==> src/logic/regbank_pkg.sv <==
package regbank_pkg;

   // bus geometry
   localparam int DATA_W = 32;          // bus data width
   localparam int STRB_W = DATA_W / 8;  // one strobe bit per byte lane
   localparam int REG_W = 8;            // one register per byte lane
   localparam int WADDR_W = 6;          // word address, up to 256 registers

   // lane position inside a word, and full register index
   localparam int LANE_W = $clog2(STRB_W);
   localparam int IDX_W = WADDR_W + LANE_W;

   // one bus write, address selects a group of STRB_W registers
   typedef struct packed {
      logic [WADDR_W-1:0] waddr;
      logic [STRB_W-1:0]  wstrb;  // bit j enables byte lane j
      logic [DATA_W-1:0]  wdata;
   } wr_req_t;

   // one bus read, always a whole word
   typedef struct packed {
      logic [WADDR_W-1:0] raddr;
   } rd_req_t;

endpackage

==> src/logic/regfile_2p.sv <==
`timescale 1ns/1ps

module regfile_2p #(
   parameter int N = 32  // number of byte registers
) (
   input  logic                             clk_i,
   input  logic                             reset_i,
   input  logic                             cke_i,
   input  logic                             wen_i,
   input  regbank_pkg::wr_req_t             wr_req_i,
   input  regbank_pkg::rd_req_t             rd_req_i,
   output logic [regbank_pkg::DATA_W-1:0]   rd_word_o
);

   localparam int STRB_W = regbank_pkg::STRB_W;
   localparam int REG_W = regbank_pkg::REG_W;
   localparam int LANE_W = regbank_pkg::LANE_W;
   localparam int IDX_W = regbank_pkg::IDX_W;

   // words that hold at least one real register
   localparam int NWORDS = (N + STRB_W - 1) / STRB_W;

   logic [REG_W-1:0] regs [N];

   // per lane register index for the write and the read port
   logic [IDX_W-1:0] widx [STRB_W];
   logic [IDX_W-1:0] ridx [STRB_W];

   logic [N-1:0] wen;     // per register write enable
   logic [N-1:0] rd_hit;  // per register read select

   genvar j;
   genvar r;

   // word address plus lane position gives the register a lane maps to
   generate
      for (j = 0; j < STRB_W; j++) begin : g_lane
         assign widx[j] = {wr_req_i.waddr, LANE_W'(j)};
         assign ridx[j] = {rd_req_i.raddr, LANE_W'(j)};
      end
   endgenerate

   // register array
   // a lane index at or above N never matches, so those writes drop out
   generate
      for (r = 0; r < N; r++) begin : g_reg
         localparam int LANE = r % STRB_W;

         assign wen[r] = wen_i
                       & cke_i
                       & wr_req_i.wstrb[LANE]
                       & (widx[LANE] == IDX_W'(r));

         assign rd_hit[r] = (ridx[LANE] == IDX_W'(r));

         always_ff @(posedge clk_i) begin
            if (reset_i) begin
               regs[r] <= '0;
            end else if (wen[r]) begin
               regs[r] <= wr_req_i.wdata[LANE*REG_W +: REG_W];
            end
         end
      end
   endgenerate

   // read port, combinational
   // every lane starts at zero so indices past N come back empty
   always_comb begin
      rd_word_o = '0;
      for (int k = 0; k < N; k++) begin
         if (rd_hit[k]) begin
            rd_word_o[(k % STRB_W)*REG_W +: REG_W] = regs[k];
         end
      end
   end

   // strobe arrives one cycle after the bus write, from the access stage
   a_no_x_strobe : assert property (
      @(posedge clk_i) disable iff (reset_i)
      (wen_i && (wr_req_i.waddr < NWORDS)) |-> !$isunknown(wr_req_i.wstrb)
   ) else $error("regfile_2p: unknown strobe on write to word %0d", wr_req_i.waddr);

endmodule

==> config.mk <==
export PLATFORM = sky130hd
export DESIGN_NAME = regfile_2p
export DESIGN_NICKNAME = d
export VERILOG_FILES = /design/src/logic/regbank_pkg.sv /design/src/logic/regfile_2p.sv
export SDC_FILE = /design/constraint.sdc
export NUM_CORES = 1
export LEC_CHECK = 0
export ABC_CLOCK_PERIOD_IN_PS = 2600
export BUFFER_PORTS_ARGS = -buffer_cell sky130_fd_sc_hd__buf_4
export CAP_MARGIN = 15
export CORE_MARGIN = 1
export CORE_UTILIZATION = 60
export CTS_CLUSTER_DIAMETER = 200
export DETAILED_ROUTE_END_ITERATION = 16
export PLACE_DENSITY_LB_ADDON = 0.12
export SLEW_MARGIN = 20
export SYNTH_ARGS = -nofsm -noshare
export SYNTH_HDL_FRONTEND = slang
export SYNTH_SLANG_ARGS = --single-unit
export TNS_END_PERCENT = 30
==> constraint.sdc <==
create_clock -name clk_i -period 2.6 [get_ports clk_i]
set_input_delay 0.26 -clock clk_i [delete_from_list [all_inputs] [get_ports clk_i]]
set_output_delay 0.26 -clock clk_i [all_outputs]
set_load 0.03 [all_outputs]
After elaboration in Yosys (flattened, before gate mapping)
Memories as Yosys holds them, arrays and structs flattened.
Cells that the tools add are included.
{"block": "op_classes", "eq_ne": 14, "n_mux": 162, "bitwise_logic": 69, "reduce_logical": 4}
{"op": "$mux W8", "n": 64}
{"op": "$mux W1", "n": 98}
{"op": "$eq A6 B3 Y1 const B", "n": 8}
{"op": "$and A1 B1 Y1", "n": 37}
{"op": "$or A1 B1 Y1", "n": 32}
{"op": "$eq A6 B2 Y1 const B", "n": 4}
{"op": "$logic_not A8 Y1", "n": 2}
{"op": "$eq A6 B1 Y1 const B", "n": 2}
{"op": "$logic_not A6 Y1", "n": 2}
{"block": "totals", "reg_bits": 0, "ram_bits": 256, "input_bits": 52, "output_inout_bits": 32, "wordCells": 250, "memories": 1}
{"name": "regs", "depth": 32, "width": 8, "rd": 32, "rd_ports_with_merged_regs": 0, "write_ports": 32, "line": "regfile_2p.sv:23", "text": "logic [REG_W-1:0] regs [N];"}

Logic depth before layout (Yosys ltp)
Gate-level depths: netlist (run 1).
{"block": "logic_depth", "ltp_word": 9, "mapped_depth": 7, "depth_no_buf": 4}

Worst setup path after synthesis (run 1)
No wires, ideal clock.
{"block": "synth_timing", "kind": "input to output", "start": "input port rd_req_i[5] (netlist bit)", "end": "output port rd_word_o[11] (netlist bit)", "arrival_time_ns": 1.958, "t_required_ns": 2.340, "slack_ns": 0.382, "stages": 6, "n_path_buf": 2, "path_cell_list": "or3_1 buf_2 nor4b_4 buf_2 a2bb2oi_1 o21ai_0"}
{"block": "synth_between", "elab_chain_len": 9, "word_cells_on_any_way": 16, "classes_between": "7 x eq/ne; 8 x mux; 1 x reduce/logical"}
{"element": "start, declared", "line": "regfile_2p.sv:11", "text": "input regbank_pkg::rd_req_t rd_req_i,"}
{"element": "$logic_not A6 Y1", "line": "regfile_2p.sv:54", "text": "assign rd_hit[r] = (ridx[LANE] == IDX_W'(r));"}
{"element": "$mux W8 (7 in series)", "line": "regfile_2p.sv:71", "text": "if (rd_hit[k]) begin"}
{"element": "$mux W8 *", "line": "regfile_2p.sv:71"}
{"element": "end, declared", "line": "regfile_2p.sv:12", "text": "output logic [regbank_pkg::DATA_W-1:0] rd_word_o"}
Every way passes the cells marked *; elsewhere a longest branch is shown, timed or not.

Worst setup path in the final report (run 1)
{"block": "layout_timing", "start": "input port rd_req_i[5] (netlist bit)", "end": "output port rd_word_o[26] (netlist bit)"}
The elaborated chain is that of the path after synthesis.

==> flow_summary.toml, run 1 <==
[run_status]
outcome = "complete, no violations"

[pwr]
peakVddDrop_uv = 553.6
powerDensity_mw_per_mm2 = 641.3
power.total_mw = 9.105
leakagePower_nw = 5.194

[critical_path]
cp_max_fo = 12
slowest_delay_ns = 0.45
crit_path_frequent_cell = "buf_4"
path_buf_inv = 3
cp.depth = 7
start_kind = "input port"
crit_arrival_ns = 2.06
worstPathCellList = "buf_4 > or3_1 > nor4b_4 > buf_4 > a2bb2oi_1 > o21ai_0 > buf_4"
crit_path_top_delay_cell = "nor4b_4"
crit_family = "simple AND/OR/NAND/NOR gates"
worstSetupPathType = "in -> out"
worst_setup_path_end_kind = "primary output"
worst_ep_required_time_ns = 2.34

[floorplanning]
rows = 51
start_util = 0.6181
ioPinCount = 84
fp.dieH_um = 144.1
dieArea_mm2 = 0.02075
die_x_um = 144.1
core-area_mm2 = 0.01959

[timing]
fmax_mhz = 431.8
tns_ns = 0
finalMaxSlewViolations = 0
whs_ns = 0.06764
tightest_slew_ns = 0.6851
grt_setup_unrepaired = "no"
slew_headroom = 0.5416
fin_crit_ns = 2.316
hold_viol_final = 0
setup_viol = 0
period_share = 0.8907

[detailed_routing]
drt-total-wl_mm = 29.68
dr.pass1.iters = 5
vias = 7928
ant_nets = 0
drtIter0Drc = 772
wire_per_inst_um = 22.36
detail_route.vias_per_cell = 5.974
drc = 0

[clock_tree]
root_buffer = "clkbuf_16"
cts_num_sinks = 256
post_cts.repair.setup_buffers = 0
tritoncts = "built"
cts_max_level = 1
cts_buffers = 26
cts_buffer_depth = 3
postCtsHoldBufs = 0
path_clk_slew_ns = 0.06
cts_resized = 0

[global_route]
grt_pass1_wl_mm = 44.98
grt_pass1_vias = 7967
track_usage = 0.2985
gr-total-overflow = 0
grt_max_degree = 68
grt_antenna_before_repair = 0

[logic_synthesis]
synth_flop_cell = "edfxtp_1"
synth-compound-area-share = 0.1063
yosysSeqAreaShare = 0.6349
synth_top_cell_by_area = "edfxtp_1"
synth-simple-area-share = 0.1685
synth_edf_count = 256
synth_top_family_by_area = "simple AND/OR/NAND/NOR gates"
yosysWarnings = 0
netlist_instances = 913
syn_area_per_cell_um2 = 13.26
async_reset_ff_frac = 0
synth_xor_area_frac = 0
synth_area_mm2 = 0.01211
synth_top_area_frac = 0.6349
yosysUniqueCellTypes = 33
synth_fp_nets = 965
synthMuxAreaShare = 0.07409
synthAdderAreaFrac = 0
ys_seq_elements = 256
synth.area.top_cells = "edfxtp_1, and2_1, mux2_2"

[layout]
area_delta_synth_final_pct = 17.26
fin_nets = 1100
reg_top3 = "regs: 256 flops"
largest_reg_flops = 256
final_cells = 1327
final_cell_mix = "and2_1, edfxtp_1, buf_4"
drive_above_1_share = 0.2345
top_register = "regs"
diodes = 0

[placed_design]
hpwl_mm = 19.41
place_inst = 1285
port_buffers = 83
place.gp.congestion = 0.8131

[worst_hold_path]
hold_depth = 2
min_path_type = "in -> reg"

[flow_run]
maxCapViolations = 0
final timing paths:
path	end	start	slack (ns)
max	rd_word_o[26]	rd_req_i[5]	0.28
min	regs[0][14]	wr_req_i[14]	0.07
cell type report:
| class | instances | area, um^2 |
|---|---|---|
| flip-flops and latches | 256 | 7687 |
| fillers | 1341 | 5393 |
| multi-input cells | 613 | 4228 |
| repair buffers | 151 | 1159 |
| clock buffers | 35 | 705.7 |
| well taps | 265 | 331.6 |
| clock inverters | 7 | 86.33 |
cell usage after synthesis (2+ instances only):
cell,n
o21ai_0,26
a2bb2oi_1,24
a22oi_1,25
a211o_1,24
edfxtp_1,256
nand3_1,10
o21ai_1,6
mux2_2,49
buf_2,15
mux2i_1,12
clkbuf_1,25
a21oi_1,48
mux4_2,10
nand2_1,16
nor2_1,60
nor2b_1,3
o21bai_1,32
and2_1,256
buf_1,2
where the power goes:
| group | switching [mW] | internal, mW | total, mW |
|---|---|---|---|
| sequential | 0.0600 | 4.74 | 4.80 |
| combinational | 0.443 | 0.305 | 0.748 |
| clock | 1.48 | 2.08 | 3.56 |
cells by family after synthesis:
| group | count (synthesis) |
|---|---|
| mux | 71 |
| buf+inv | 44 |
| simple gates | 353 |
| compound gates | 189 |
| flops | 256 |
routing by layer:
metal	track usage	share of wire	up-vias
met5	0	0	-
met4	0.1064	0.025	0
met3	0.05265	0.076	60
met2	0.4940	0.49	335
met1	0.3987	0.41	3894
li1	-	-	3639
stage by stage:
| stage | worst slack, ns | util | area [um^2] |
|---|---|---|---|
| after global routing | 0.1131 | 0.7247 | 14200 |
| after floorplan | 0.3817 | - | 12110 |
| after global placement | 0.3608 | 0.6843 | 13410 |
| after CTS | 0.2738 | 0.7247 | 14200 |
| after detailed placement | 0.3131 | 0.6843 | 13410 |
| final | 0.2841 | 0.7247 | 14200 |
Power figures use the tool's default switching activity.
==> inputs of run 2 (changes only) <==
Settings changed: CELL_PAD_IN_SITES_DETAIL_PLACEMENT from default to 0, CELL_PAD_IN_SITES_GLOBAL_PLACEMENT from default to 1, CORE_UTILIZATION 60 to 54.
==> run 2 against run 1 <==
Routed wire length increased by 0.12%. Die area increased by 11%. Setup slack improved by 0.11 ns.
==> flow_summary.toml, run 2 (synthesis results as in run 1) <==
[detailed_routing]
drtIter0Drc = 538
dr.pass1.iters = 4
routed.top_layer = "met4"
wire_per_inst_um = 22.17
drc = 0
wl_met3_mm = 2.116
ant_nets = 0
vias = 7863
detail_route.vias_per_cell = 5.868
dr_wl_met2_mm = 14.61
wl_met1_mm = 11.99
drt-total-wl_mm = 29.71

[pwr]
powerDensity_mw_per_mm2 = 655.4
power.total_mw = 9.334
clkPwrFrac = 0.408
swShare = 0.2158
seqPwrFrac = 0.514
internal-power_mw = 7.319
peakVddDrop_uv = 519.4
leakagePower_nw = 5.195
switchingPower_mw = 2.015
combPwrFrac = 0.079

[critical_path]
slowest_delay_ns = 0.45
start_kind = "input port"
cp-endpoint = "rd_word_o[15]"
crit_path_frequent_cell = "buf_4"
path_buf_inv = 3
startpoint = "rd_req_i[0]"
crit_family = "buffers and inverters"
worst_setup_path_end_kind = "primary output"
worst_ep_required_time_ns = 2.34
worstPathCellList = "buf_4 > buf_4 > mux2_2 > a21oi_1 > a211o_1 > o21ai_0 > buf_4"
worstSetupPathType = "in -> out"
cp_max_fo = 31
crit_arrival_ns = 1.95
crit_path_top_delay_cell = "buf_4"
cp.depth = 7

[layout]
fin_nets = 1091
reg_top3 = "regs: 256 flops"
area_delta_synth_final_pct = 17.63
drive_above_1_share = 0.2314
top_register = "regs"
largest_reg_flops = 256
final_cell_mix = "and2_1, edfxtp_1, buf_4"
fillers = 1634

[floorplanning]
die_x_um = 151.7
rows = 54
fp.dieH_um = 151.7
start_util = 0.5531
dieArea_mm2 = 0.02303
ioPinCount = 84
core-area_mm2 = 0.02189

[clock_tree]
postCtsHoldBufs = 0
cts_buffers = 26
post_cts.repair.setup_buffers = 0
path_clk_slew_ns = 0.06
cts_buffer_depth = 3
cts_max_level = 1
tritoncts = "built"
cts_num_sinks = 256
root_buffer = "clkbuf_16"
cts_resized = 0

[placed_design]
port_buffers = 83
hpwl_mm = 19.91
place.gp.congestion = 0.8377

[global_route]
grt_max_degree = 39
track_usage = 0.2685
grt_antenna_before_repair = 1
gr-total-overflow = 0
grt_pass1_wl_mm = 45.31
grt_pass1_vias = 8130

[timing]
period_share = 0.8491
setup_viol = 0
grt_setup_unrepaired = "no"
tightest_slew_ns = 0.6712
slew_headroom = 0.5509
fin_crit_ns = 2.208
fmax_mhz = 453.0
hold_viol_final = 0
tns_ns = 0
finalMaxSlewViolations = 0

[flow_run]
maxCapViolations = 0

[worst_hold_path]
min_path_type = "in -> reg"

[run_status]
outcome = "complete, no violations"
==> run 2: final cells by class <==
class                           count  area (um^2)  share of cell area
Clock inverter                     17        180.2             0.01265
Timing Repair Buffer              142         1104             0.07748
Multi-Input combinational cell    613         4228              0.2968
Sequential cell                   256         7687              0.5398
Tap cell                          280        350.3             0.02460
Antenna cell                        1        2.502           0.0001757
Clock buffer                       31        690.7             0.04849
==> run 2: how the worst min path moves through the flow <==
stage | slack [ns] | cells past startpoint | start | endpoint
after floorplan | 0.46 | 1 | wr_req_i[0] | regs[0][0]
after global placement | 0.59 | 2 | wr_req_i[14] | regs[0][110]
after detailed placement | 0.59 | 2 | wr_req_i[13] | regs[0][109]
after CTS | 0.04 | 2 | wr_req_i[27] | regs[0][123]
after global routing | 0.06 | 2 | wr_req_i[21] | regs[0][53]
final | 0.05 | 2 | wr_req_i[29] | regs[0][125]
==> run 2: power by group through the flow <==
| stage | Combinational [mW] | Sequential (mW) | Clock, mW |
|---|---|---|---|
| finish | 0.736 | 4.79 | 3.80 |
| CTS | 0.740 | 4.79 | 3.85 |
| detailed placement | 0.738 | 4.88 | 0 |
| global placement | 0.720 | 4.87 | 0 |
| global route | 0.792 | 4.81 | 4.00 |
| floorplan | 0.407 | 4.86 | 0 |
==> run 2: stage by stage <==
step                instance area (um^2)    util  setup WS [ns]  instances  hold slack [ns]
finish                             14240  0.6506         0.3924       1340          0.05375
global route                       14240  0.6505         0.3150       1339          0.05562
CTS                                14240  0.6505         0.3758       1339          0.04317
detailed placement                 13370  0.6107         0.3597       1291           0.5912
global placement                   13370  0.6107         0.3871       1291           0.5866
floorplan                          12110       -         0.3817        913           0.4582
==> run 2: layer usage <==
layer / GRT usage / up-vias
met5: 0 / -
met4: 0.09950 / 0
met3: 0.05599 / 71
met2: 0.4534 / 274
met1: 0.3406 / 3898
li1: - / 3620
